**src/sweepAcqPkg.sv**
```systemverilog
package sweepAcqPkg;

    ////////////////////////////////////////////////////////////////////
    // Widths
    ////////////////////////////////////////////////////////////////////
    localparam int DAC_WIDTH         = 10;
    localparam int DATA_WIDTH        = 16;
    localparam int PKG_COUNT_WIDTH   = 16;
    localparam int WORDS_PER_PACKAGE = 10;
    localparam int FIFO_DEPTH        = 32;
    localparam int FIFO_ADDR_WIDTH   = $clog2(FIFO_DEPTH);
    localparam int WORD_COUNT_WIDTH  = $clog2(WORDS_PER_PACKAGE);
    localparam int LD_COUNT_WIDTH    = $clog2(DAC_WIDTH);

    // Whole packages the FIFO can hold at once
    localparam int PEND_WIDTH = $clog2(FIFO_DEPTH / WORDS_PER_PACKAGE + 1);

    // Settle time after slow control load
    localparam int SC_SETTLE_CYCLES   = 40;
    localparam int SETTLE_COUNT_WIDTH = $clog2(SC_SETTLE_CYCLES + 1);

    ////////////////////////////////////////////////////////////////////
    // Marker words
    ////////////////////////////////////////////////////////////////////
    localparam logic [DATA_WIDTH-1:0] HEADER_WORD = 16'h5341;
    localparam logic [DATA_WIDTH-1:0] TAIL_WORD   = 16'hFF45;
    localparam logic [3:0]            PARAM_TAG   = 4'hD;

    typedef enum logic [3:0] {
        Idle,
        HeaderOut,
        ParamOut,
        LoadParam,
        WaitLoad,
        StartAcq,
        WaitPackage,
        ReadWord,
        LatchWord,
        OutWord,
        CheckDacDone,
        CheckAllDone,
        TailOut,
        WaitTransmit
    } sweepStateT;

    typedef enum logic [1:0] {
        LdIdle,
        LdShift,
        LdDone
    } loaderStateT;

endpackage

```
**src/acqDataFifo.sv**
```systemverilog
module acqDataFifo import sweepAcqPkg::*; (
    input  logic                  Clk,
    input  logic                  reset_n,
    input  logic [DATA_WIDTH-1:0] ParallelData,
    input  logic                  ParallelDataEn,
    input  logic                  FifoRden,
    output logic [DATA_WIDTH-1:0] FifoData
);

    logic [DATA_WIDTH-1:0]      mem [FIFO_DEPTH];
    logic [FIFO_ADDR_WIDTH-1:0] wrPtr;
    logic [FIFO_ADDR_WIDTH-1:0] rdPtr;
    logic [FIFO_ADDR_WIDTH:0]   count;
    logic                       full;
    logic                       empty;
    logic                       doWrite;
    logic                       doRead;

    assign full    = (count == FIFO_DEPTH);
    assign empty   = (count == '0);
    // Drop writes when full, ignore reads when empty
    assign doWrite = ParallelDataEn && !full;
    assign doRead  = FifoRden && !empty;

    // Pointers and occupancy
    always_ff @(posedge Clk or negedge reset_n) begin
        if (!reset_n) begin
            wrPtr <= '0;
            rdPtr <= '0;
            count <= '0;
        end else begin
            if (doWrite)
                wrPtr <= wrPtr + 1'b1;
            if (doRead)
                rdPtr <= rdPtr + 1'b1;
            case ({doWrite, doRead})
                2'b10:   count <= count + 1'b1;
                2'b01:   count <= count - 1'b1;
                default: count <= count;
            endcase
        end
    end

    // Storage and registered head word
    always_ff @(posedge Clk) begin
        if (doWrite)
            mem[wrPtr] <= ParallelData;
        if (doRead)
            FifoData <= mem[rdPtr];
    end

endmodule

```
**src/scParamLoader.sv**
```systemverilog
module scParamLoader import sweepAcqPkg::*; (
    input  logic                 Clk,
    input  logic                 reset_n,
    input  logic [DAC_WIDTH-1:0] OutDac0,
    input  logic                 LoadScParam,
    output logic                 ScSerialData,
    output logic                 ScSerialEn,
    output logic                 ScConfigDone
);

    loaderStateT               state;
    logic [DAC_WIDTH-1:0]      shiftReg;
    logic [LD_COUNT_WIDTH-1:0] bitCount;

    // MSB of the shift register goes out first
    assign ScSerialData = shiftReg[DAC_WIDTH-1];
    assign ScSerialEn   = (state == LdShift);
    assign ScConfigDone = (state == LdDone);

    always_ff @(posedge Clk or negedge reset_n) begin
        if (!reset_n) begin
            state    <= LdIdle;
            shiftReg <= '0;
            bitCount <= '0;
        end else begin
            case (state)
                LdIdle: begin
                    // Requests are only taken here
                    if (LoadScParam) begin
                        shiftReg <= OutDac0;
                        bitCount <= '0;
                        state    <= LdShift;
                    end
                end
                LdShift: begin
                    shiftReg <= {shiftReg[DAC_WIDTH-2:0], 1'b0};
                    if (bitCount == DAC_WIDTH - 1) begin
                        state <= LdDone;
                    end else begin
                        bitCount <= bitCount + 1'b1;
                    end
                end
                LdDone:  state <= LdIdle;
                default: state <= LdIdle;
            endcase
        end
    end

endmodule

```
**src/sweepAcqControl.sv**
```systemverilog
module sweepAcqControl import sweepAcqPkg::*; (
    input  logic                       Clk,
    input  logic                       reset_n,
    input  logic                       SweepStart,
    input  logic                       DataTransmitDone,
    input  logic [DAC_WIDTH-1:0]       StartDac0,
    input  logic [DAC_WIDTH-1:0]       EndDac0,
    input  logic [PKG_COUNT_WIDTH-1:0] MaxPackageNumber,
    input  logic                       ParallelDataEn,
    input  logic [DATA_WIDTH-1:0]      FifoData,
    input  logic                       ScConfigDone,
    output logic                       FifoRden,
    output logic [DAC_WIDTH-1:0]       OutDac0,
    output logic                       LoadScParam,
    output logic                       SingleAcqStart,
    output logic                       OneDacDone,
    output logic                       AcqDone,
    output logic [DATA_WIDTH-1:0]      SweepAcqData,
    output logic                       SweepAcqDataEn
);

    sweepStateT                  state;
    logic [DAC_WIDTH-1:0]        currentDac;
    logic [PKG_COUNT_WIDTH-1:0]  pkgCount;
    logic [WORD_COUNT_WIDTH-1:0] wordCount;
    logic [SETTLE_COUNT_WIDTH-1:0] settleCount;
    logic [WORD_COUNT_WIDTH-1:0] inWordCount;
    logic                        pkgDone;
    logic [PEND_WIDTH-1:0]       pendingPkgs;
    logic                        takePackage;

    // Slow control chain wants the code bit-reversed
    function automatic logic [DAC_WIDTH-1:0] reverseBits(input logic [DAC_WIDTH-1:0] code);
        logic [DAC_WIDTH-1:0] result;
        for (int i = 0; i < DAC_WIDTH; i++)
            result[i] = code[DAC_WIDTH-1-i];
        return result;
    endfunction

    assign takePackage = (state == WaitPackage) && (pendingPkgs != '0);

    //////////////////////////////////////////////////////////////////////
    // Sweep FSM
    //////////////////////////////////////////////////////////////////////
    always_ff @(posedge Clk or negedge reset_n) begin
        if (!reset_n) begin
            state          <= Idle;
            currentDac     <= '0;
            pkgCount       <= '0;
            wordCount      <= '0;
            settleCount    <= '0;
            FifoRden       <= 1'b0;
            OutDac0        <= '0;
            LoadScParam    <= 1'b0;
            SingleAcqStart <= 1'b0;
            OneDacDone     <= 1'b0;
            AcqDone        <= 1'b0;
            SweepAcqData   <= '0;
            SweepAcqDataEn <= 1'b0;
        end else begin
            case (state)
                Idle: begin
                    currentDac  <= StartDac0;
                    pkgCount    <= '0;
                    wordCount   <= '0;
                    settleCount <= '0;
                    if (SweepStart) begin
                        SweepAcqData <= HEADER_WORD;
                        state        <= HeaderOut;
                    end
                end
                HeaderOut: begin
                    SweepAcqDataEn <= 1'b1;
                    state          <= ParamOut;
                end
                ParamOut: begin
                    SweepAcqDataEn <= 1'b0;
                    SweepAcqData   <= {PARAM_TAG, 2'b00, currentDac};
                    OutDac0        <= reverseBits(currentDac);
                    state          <= LoadParam;
                end
                LoadParam: begin
                    SweepAcqDataEn <= 1'b1;
                    LoadScParam    <= 1'b1;
                    state          <= WaitLoad;
                end
                WaitLoad: begin
                    SweepAcqDataEn <= 1'b0;
                    LoadScParam    <= 1'b0;
                    // Zero means still waiting for the loader
                    if (settleCount == '0) begin
                        if (ScConfigDone)
                            settleCount <= 1'b1;
                    end else if (settleCount == SC_SETTLE_CYCLES) begin
                        settleCount <= '0;
                        state       <= StartAcq;
                    end else begin
                        settleCount <= settleCount + 1'b1;
                    end
                end
                StartAcq: begin
                    SingleAcqStart <= 1'b1;
                    state          <= WaitPackage;
                end
                WaitPackage: begin
                    if (takePackage) begin
                        FifoRden <= 1'b1;
                        state    <= ReadWord;
                    end
                end
                ReadWord: begin
                    FifoRden       <= 1'b0;
                    SweepAcqDataEn <= 1'b0;
                    state          <= LatchWord;
                end
                LatchWord: begin
                    SweepAcqData <= FifoData;
                    state        <= OutWord;
                end
                OutWord: begin
                    SweepAcqDataEn <= 1'b1;
                    if (wordCount < WORDS_PER_PACKAGE - 1) begin
                        FifoRden  <= 1'b1;
                        wordCount <= wordCount + 1'b1;
                        state     <= ReadWord;
                    end else begin
                        wordCount <= '0;
                        state     <= CheckDacDone;
                    end
                end
                CheckDacDone: begin
                    SweepAcqDataEn <= 1'b0;
                    if ((pkgCount + 1'b1) < MaxPackageNumber) begin
                        pkgCount <= pkgCount + 1'b1;
                        state    <= WaitPackage;
                    end else begin
                        pkgCount       <= '0;
                        SingleAcqStart <= 1'b0;
                        OneDacDone     <= 1'b1;
                        state          <= CheckAllDone;
                    end
                end
                CheckAllDone: begin
                    OneDacDone <= 1'b0;
                    if (currentDac < EndDac0) begin
                        currentDac <= currentDac + 1'b1;
                        state      <= ParamOut;
                    end else begin
                        SweepAcqData <= TAIL_WORD;
                        state        <= TailOut;
                    end
                end
                TailOut: begin
                    SweepAcqDataEn <= 1'b1;
                    state          <= WaitTransmit;
                end
                WaitTransmit: begin
                    SweepAcqDataEn <= 1'b0;
                    if (DataTransmitDone) begin
                        AcqDone <= 1'b0;
                        state   <= Idle;
                    end else begin
                        AcqDone <= 1'b1;
                    end
                end
                default: state <= Idle;
            endcase
        end
    end

    //////////////////////////////////////////////////////////////////////
    // Incoming word count and package bookkeeping
    //////////////////////////////////////////////////////////////////////
    always_ff @(posedge Clk or negedge reset_n) begin
        if (!reset_n) begin
            inWordCount <= '0;
            pkgDone     <= 1'b0;
        end else if (state == Idle) begin
            inWordCount <= '0;
            pkgDone     <= 1'b0;
        end else if (!ParallelDataEn) begin
            // Pause mid-package
            pkgDone <= 1'b0;
        end else if (inWordCount == WORDS_PER_PACKAGE - 1) begin
            inWordCount <= '0;
            pkgDone     <= 1'b1;
        end else begin
            inWordCount <= inWordCount + 1'b1;
            pkgDone     <= 1'b0;
        end
    end

    // Packages complete in the FIFO but not yet read out
    always_ff @(posedge Clk or negedge reset_n) begin
        if (!reset_n) begin
            pendingPkgs <= '0;
        end else if (state == Idle) begin
            pendingPkgs <= '0;
        end else begin
            case ({pkgDone, takePackage})
                2'b10:   pendingPkgs <= pendingPkgs + 1'b1;
                2'b01:   pendingPkgs <= pendingPkgs - 1'b1;
                default: pendingPkgs <= pendingPkgs;
            endcase
        end
    end

endmodule

```
**src/sweepAcqTop.sv**
```systemverilog
module sweepAcqTop import sweepAcqPkg::*; (
    input  logic                       Clk,
    input  logic                       reset_n,
    input  logic                       SweepStart,
    input  logic                       DataTransmitDone,
    input  logic [DAC_WIDTH-1:0]       StartDac0,
    input  logic [DAC_WIDTH-1:0]       EndDac0,
    input  logic [PKG_COUNT_WIDTH-1:0] MaxPackageNumber,
    input  logic [DATA_WIDTH-1:0]      ParallelData,
    input  logic                       ParallelDataEn,
    output logic                       SingleAcqStart,
    output logic                       OneDacDone,
    output logic                       AcqDone,
    output logic [DATA_WIDTH-1:0]      SweepAcqData,
    output logic                       SweepAcqDataEn,
    output logic                       ScSerialData,
    output logic                       ScSerialEn
);

    logic                  fifoRden;
    logic [DATA_WIDTH-1:0] fifoData;
    logic [DAC_WIDTH-1:0]  outDac0;
    logic                  loadScParam;
    logic                  scConfigDone;

    sweepAcqControl uControl (
        .Clk              (Clk),
        .reset_n          (reset_n),
        .SweepStart       (SweepStart),
        .DataTransmitDone (DataTransmitDone),
        .StartDac0        (StartDac0),
        .EndDac0          (EndDac0),
        .MaxPackageNumber (MaxPackageNumber),
        .ParallelDataEn   (ParallelDataEn),
        .FifoData         (fifoData),
        .ScConfigDone     (scConfigDone),
        .FifoRden         (fifoRden),
        .OutDac0          (outDac0),
        .LoadScParam      (loadScParam),
        .SingleAcqStart   (SingleAcqStart),
        .OneDacDone       (OneDacDone),
        .AcqDone          (AcqDone),
        .SweepAcqData     (SweepAcqData),
        .SweepAcqDataEn   (SweepAcqDataEn)
    );

    // Buffers ASIC readout bursts
    acqDataFifo uFifo (
        .Clk            (Clk),
        .reset_n        (reset_n),
        .ParallelData   (ParallelData),
        .ParallelDataEn (ParallelDataEn),
        .FifoRden       (fifoRden),
        .FifoData       (fifoData)
    );

    scParamLoader uLoader (
        .Clk          (Clk),
        .reset_n      (reset_n),
        .OutDac0      (outDac0),
        .LoadScParam  (loadScParam),
        .ScSerialData (ScSerialData),
        .ScSerialEn   (ScSerialEn),
        .ScConfigDone (scConfigDone)
    );

endmodule

```
**config.mk**
```make
export PLATFORM = sky130hd
export DESIGN_NAME = sweepAcqTop
export DESIGN_NICKNAME = d
export VERILOG_FILES = /design/src/sweepAcqPkg.sv /design/src/acqDataFifo.sv /design/src/scParamLoader.sv /design/src/sweepAcqControl.sv /design/src/sweepAcqTop.sv
export SDC_FILE = /design/constraint.sdc
export NUM_CORES = 1
export LEC_CHECK = 0
export BUFFER_PORTS_ARGS = -buffer_cell sky130_fd_sc_hd__buf_2
export CORE_MARGIN = 8
export CORE_UTILIZATION = 25
export DETAILED_ROUTE_END_ITERATION = 10
export HOLD_SLACK_MARGIN = 0.08
export PLACE_DENSITY = 0.51
export SYNTH_ARGS = -nofsm -noshare
export SYNTH_HDL_FRONTEND = slang
export SYNTH_SLANG_ARGS = --single-unit
```
**constraint.sdc**
```tcl
create_clock -name Clk -period 10.45 [get_ports Clk]
set_clock_uncertainty 0.15 [all_clocks]
set_input_delay 1.045 -clock Clk [delete_from_list [all_inputs] [get_ports Clk]]
set_output_delay 1.045 -clock Clk [all_outputs]
set_load 0.02 [all_outputs]
```
# Yosys cells after proc, flatten, opt, wreduce, memory -nomap -nowiden
# Memory sizes are Yosys's and may differ from the RTL's. A register that Yosys moved wholly into a read port is not among the register bits.
# Index checks and enable logic that the tools add are counted.
# Widths: inputs -> output; s select.
classes:
  n_eq_ne: 36
  n_addsub: 12
  n_shift: 0
  n_reduce_logical: 36
  n_mul: 0
  bitwise_logic: 0
  n_div: 0
  n_lt_le_gt_ge: 3
  mux: 51
ops:
  columns: ["cell", "count"]
  rows:
  - ["$pmux 16 s4", 1]
  - ["$mux 4", 14]
  - ["$pmux 4 s14", 1]
  - ["$mux 16", 3]
  - ["$pmux 10 s2", 2]
  - ["$eq 4x4->1 const B", 8]
  - ["$pmux 16 s2", 1]
  - ["$pmux 6 s2", 2]
  - ["$reduce_bool 2->1", 12]
  - ["$mux 10", 2]
  - ["$mux 6", 3]
  - ["$add 16x1->16 const B", 1]
  - ["$eq 4x3->1 const B", 4]
  - ["$lt 16x16->1", 1]
  - ["$pmux 4 s2", 2]
  - ["$ne 2x2->1 const B", 7]
  - ["$add 4x1->4 const B", 3]
  - ["$add 6x1->6 const B", 2]
  - ["$eq 6x6->1 const B", 2]
  - ["$logic_not 6->1", 2]
  - ["$reduce_and 2->1", 6]
  - ["$add 10x1->10 const B", 1]
  - ["$add 5x1->5 const B", 2]
  - ["$lt 10x10->1", 1]
  - ["25 further kinds", 55]
word_totals:
  memories: 1
  output_inout_bits: 22
  input_bits: 57
  latch_bits: 0
  rom_bits: 0
  mem_bits_rw: 512
  wordCells: 161
  register_bits: 111
memory_table:
  columns: ["name", "depth", "width", "read_ports", "rd_clocked_by_memory_dff", "write_ports", "line", "rtl"]
  rows:
  - ["uFifo.mem", 32, 16, 1, 1, 1, "acqDataFifo.sv:10", "logic [DATA_WIDTH-1:0] mem [FIFO_DEPTH];"]

# Logic depth before layout (Yosys ltp)
logic_depth:
  ltp_word: 5
  depth_mapped: 13
  ltp_nobuf: 12

# By module
# From an unflattened synthesis, not the netlist that was laid out.
unflattened:
  cells_unflattened: 1637
  area_unflattened_um2: 26726.9
modules_own_cells:
  columns: ["module", "cells_per_inst", "area_each_um2", "instances", "seq_area_each_um2"]
  rows:
  - ["acqDataFifo", 990, 21040.2, 1, 16255.6]
  - ["sweepAcqControl", 571, 4872.2, 1, 1976.9]
  - ["scParamLoader", 76, 814.5, 1, 400.4]

# Worst setup path after synthesis
# OpenSTA, ideal clock, no wires.
synth_timing:
  path_kind: "register -> register"
  start: "register uFifo.count[2]"
  end: "register uFifo.count[4]"
  required_time_ns: 10.217
  path_stages_with_launch: 11
  slack_ns: 7.068
  synth_period_minus_slack_ns: 3.382
  setup_time_ns: 0.083
  n_path_buf: 0
  arrival_time_ns: 3.150
  path_cell_list: "dfrtp_1 nor2_1 a31oi_1 ha_1 inv_1 fa_1 inv_1 a21o_1 a21oi_1 xor2_1 o21ai_0"
synth_via:
  elab_chain_cells: 5
  elab_cells_between_ends: 12
  cone_classes: "add/sub: 2; eq/ne: 3; mux: 1; reduce/logical: 6"
synth_rtl:
  columns: ["item", "line", "rtl"]
  rows:
  - ["start, declared", "acqDataFifo.sv:13", "logic [FIFO_ADDR_WIDTH:0] count;"]
  - ["start signal, assigned", "acqDataFifo.sv:37", "2'b10: count <= count + 1'b1;"]
  - ["start signal, assigned", "acqDataFifo.sv:38", "2'b01: count <= count - 1'b1;"]
  - ["start signal, assigned", "acqDataFifo.sv:39", "default: count <= count;"]
  - ["$logic_not 6->1 *", "acqDataFifo.sv:20", "assign empty = (count == '0);"]
  - ["$logic_not 1->1 *", "acqDataFifo.sv:23", "assign doRead = FifoRden && !empty;"]
  - ["$logic_and 1x1->1 *", "acqDataFifo.sv:23", null]
  - ["net uFifo.doRead", "acqDataFifo.sv:17", "logic doRead;"]
  - ["$eq 2x1->1 or $eq 2x2->1 (tied branches)", "acqDataFifo.sv:36", "case ({doWrite, doRead})"]
  - ["$pmux 6 s2 or $reduce_bool 2->1 (tied branches)", null, null]
# Mark *: on every way through the listed nets, which the timed path passes. The rest lies on a longest branch.
# A chain may end at the register's enable or synchronous reset.

# Final worst setup path
layout_timing:
  start: "input port ParallelDataEn"
  end: "memory uFifo.mem[23][8] (enable)"
layout_via:
  elab_chain_cells: 3
layout_rtl:
  columns: ["item", "line", "rtl"]
  rows:
  - ["start, declared", "sweepAcqTop.sv:10", "input logic ParallelDataEn,"]
  - ["$logic_and 1x1->1", "acqDataFifo.sv:22", "assign doWrite = ParallelDataEn && !full;"]
  - ["$mux 1", "acqDataFifo.sv:46", "if (doWrite)"]
  - ["$mux 1 (not written as such)", "acqDataFifo.sv:47", "mem[wrPtr] <= ParallelData;"]
  - ["end, declared", "acqDataFifo.sv:10", null]
# Every way passes these cells.

==> reports/results.txt <==
grt ovf: 0
ANT nets after route: 0
Post-synth EDFFs: 528
Mapped Area: 26500 sq um
GR met1 Demand/Resource: 0.1679
Rows: 119
layout cells sized above 1: 0.2465
Final Cycle Share: 0.3533
Hold WS: 0.1940 ns
Leak: 10.33 nW
initial antenna violation count: 3
vias in the first global route: 14310
RSZ-0062 raised after global routing: no
clk slew on worst S/H paths: 0.07 ns
GRT Total Usage: 0.1089
Power Total: 8.053 mW
fillers: 10330
Post-CTS Setup Repair Bufs: 0
status: complete, no violations
DR vias: 14080
Seq/Total Area, Yosys: 0.7030
fin. max-slew vios: 0
routability congestion estimate from global placement: 0.8007
flops & latches, synth: 639
drt wl/cell: 21.23 microns
worst reg2reg endpoint: uFifo.FifoData[10]$_DFFE_PP_
die footprint: 116700 sq um
met2 usage: 0.1581
R2R Setup Slk: 6.82 ns
Worst Path Required: 10.57 ns
top area cells in the synthesized netlist: edfxtp_1 60%, mux4_2 14%, dfrtp_1 10%
I/O Buffers: 78
final net count: 1710
initial drt markers: 1352
largest net degree at the start of global routing: 101
Logic pwr share: 0.297
final WL: 64.76 mm
power share of the clock group: 0.269
Setup-failing EPs final: 0
critical path class: in2reg
Async S/R FF share, synth: 0.1737
Clock Latency Late Sink: 0.64 ns
Sw Share: 0.3306
die width: 341.6 microns
crit path DAT: 3.81 ns
GRT busiest layer: met1
Worst Setup EP: uFifo.mem[23][8]$_DFFE_PP_
Seq pwr share: 0.433
R2R depth: 4
Global Route met3 Usage: 0.01947
chip height: 341.6 microns
fin crit period: 3.692 ns
Synth Flop Type: edfxtp_1
vias per cell: 4.616
critical-path maximum fanout: 16
Syn Inst Count: 1524
worst slew pin tran: 1.218 ns
CTS Buffer Depth: 3
Sink Count: 639
maxcap violations: 0
f_max: 0.2708 GHz
TritonCTS clock tree: done
Post-Syn Area per Cell: 17.39 sq um
CTS resizes: 0
core area: 105300 sq um
Crit. Startpoint: ParallelDataEn
drt drc: 0
Root Buffer: clkbuf_16
Hold WC Path Type: in2async
share of the synthesized area in the top cell type: 0.5982
Slew HR: 0.1845
Worst setup SP type: primary input
cts hold-fix bufs: 0
post-synth top area cell: edfxtp_1
power density cells: 264.0 nW/um^2
R2R Path Start: uFifo.rdPtr[0]$_DFFE_PN0P_
peak supply drop: 0.1357 mV
P_int: 5.390 mW
global-route wire length before repair: 97.01 mm
total CTS buffers: 61
Syn. warnings: 0
DR pass1 iterations: 5
hpwl dp: 42.04 mm
CP Capture Type: flop
Final Hold Vio Count: 0
diodes inserted: 0
H-tree Lvls: 2
starting density of the core: 0.2518
sw power: 2.662 mW
Fin Setup TNS: 0 ns
Synth Net Count: 1627
Unique masters post-synth: 62
I/O pin count: 79
area delta synth->final: 15.07%
-- cells in the final DEF, fill, tap and decap left out, types with 5 or more instances in the layout --
cell and instances:
a32oi_1 6, nor3_1 16, a221o_1 5, nand4_1 11, nor2_1 54, or3_1 5, or2_2 8, a21oi_1 39
o21a_1 5, nand2b_1 10, dfrtp_1 107, buf_4 11, edfxtp_1 528, clkbuf_1 8, nand2_1 115, buf_2 77
o21ai_0 52, nor2b_1 6, a21o_1 9, mux4_2 160, a31oi_1 7, mux2_2 18, o211ai_1 11, clkinv_1 19
clkinv_4 5, clkbuf_16 62, clkinv_2 11, and3_1 6, and2_1 9, nor2_2 32, mux2i_1 13, ha_1 45
xnor2_1 15, xor2_1 14, inv_1 60, nand3_1 28, nand3b_1 5
-- worst max-delay path: stages --
cell and delay, ns:
buf_2 0.12, inv_1 0.13, a31oi_1 0.78, nand2_1 0.75, nor2_2 0.97
-- cells in the mapped netlist (11+ instances only) --
library cell  instances
nor3_1               17
nand2_1             115
clkbuf_1             41
ha_1                 45
dfrtp_1             111
buf_2                14
a21oi_1              39
mux2_2               18
xnor2_1              15
inv_1                60
mux2i_1              13
nand4_1              11
mux4_2              160
o211ai_1             11
o21ai_0              53
nor2_1               86
edfxtp_1            528
xor2_1               14
nand3_1              28
-- flip-flops by register name, indices dropped and copies added, names as in the netlist, 4 cells and up --
register,cells
uFifo.FifoData,16
uFifo.mem,512
uControl.SweepAcqData,16
uControl.pkgCount,16
uControl.settleCount,6
uLoader.bitCount,4
uControl.currentDac,10
uFifo.rdPtr,5
uFifo.wrPtr,5
uControl.inWordCount,4
uControl.state,4
uFifo.count,6
uControl.OutDac0,10
uControl.wordCount,4
uLoader.shiftReg,10
-- worst min-delay path by stage --
stage                                    start                                   to  slack [ns]  cells past startpoint
6_report                               reset_n  uControl.inWordCount[3]$_DFFE_PN0P_        0.19                      1
5_1_grt                                reset_n  uControl.inWordCount[3]$_DFFE_PN0P_        0.20                      1
4_1_cts                                reset_n           uFifo.wrPtr[4]$_DFFE_PN0P_        0.18                      1
3_5_place_dp   uControl.OutDac0[4]$_DFFE_PN0P_      uControl.OutDac0[4]$_DFFE_PN0P_        0.32                      1
3_3_place_gp   uLoader.shiftReg[1]$_DFFE_PN0P_      uLoader.shiftReg[2]$_DFFE_PN0P_        0.31                      2
2_1_floorplan  uControl.OutDac0[3]$_DFFE_PN0P_      uControl.OutDac0[3]$_DFFE_PN0P_        0.30                      2
-- metal layers --
| layer | vias to the layer above | wire length, microns |
|---|---|---|
| met5 | - | 0 |
| met2 | 423 | 27850 |
| li1 | 6178 | - |
| met1 | 7411 | 31670 |
| met3 | 67 | 4071 |
| met4 | 0 | 1171 |
-- power by group through the flow --
stage	clock, mW	combinational (mW)	sequential [mW]
floorplan	0	1.74	3.32
global placement	0	2.39	3.53
detailed placement	0	2.42	3.54
CTS	2.22	2.43	3.49
global route	2.32	2.60	3.54
finish	2.17	2.40	3.49
-- cell families after synthesis --
| kind of cell | synth area share |
|---|---|
| AOI/OAI and AO/OA | 0.04088 |
| xor gates and xnor gates | 0.009584 |
| adders and majority gates | 0.02200 |
| buffers and inverters | 0.02006 |
| DFF | 0.7030 |
| muxes | 0.1485 |
| and+or+nand+nor | 0.05590 |
-- final cells by class --
type / count / area [sq um] / share of cell area
multi-input combinational: 755 / 7435 / 0.2438
clock inverter: 45 / 381.6 / 0.01251
clock buffer: 70 / 1582 / 0.05186
tap: 1391 / 1740 / 0.05707
timing repair buffer: 89 / 488.0 / 0.01600
inverter: 61 / 229.0 / 0.007508
sequential: 639 / 18640 / 0.6113
-- per-stage QoR --
| stage | std cells | instance area (sq um) | setup slack (ns) | util |
|---|---|---|---|---|
| floorplan | 1524 | 26500 | 7.068 | - |
| CTS | 3050 | 30500 | 6.707 | 0.2897 |
| global route | 3050 | 30500 | 6.586 | 0.2897 |
| global placement | 2935 | 28530 | 6.128 | 0.2711 |
| detailed placement | 2935 | 28530 | 6.092 | 0.2711 |
| finish | 3050 | 30500 | 6.758 | 0.2897 |
Note: power is estimated with default switching activity, not from simulation.
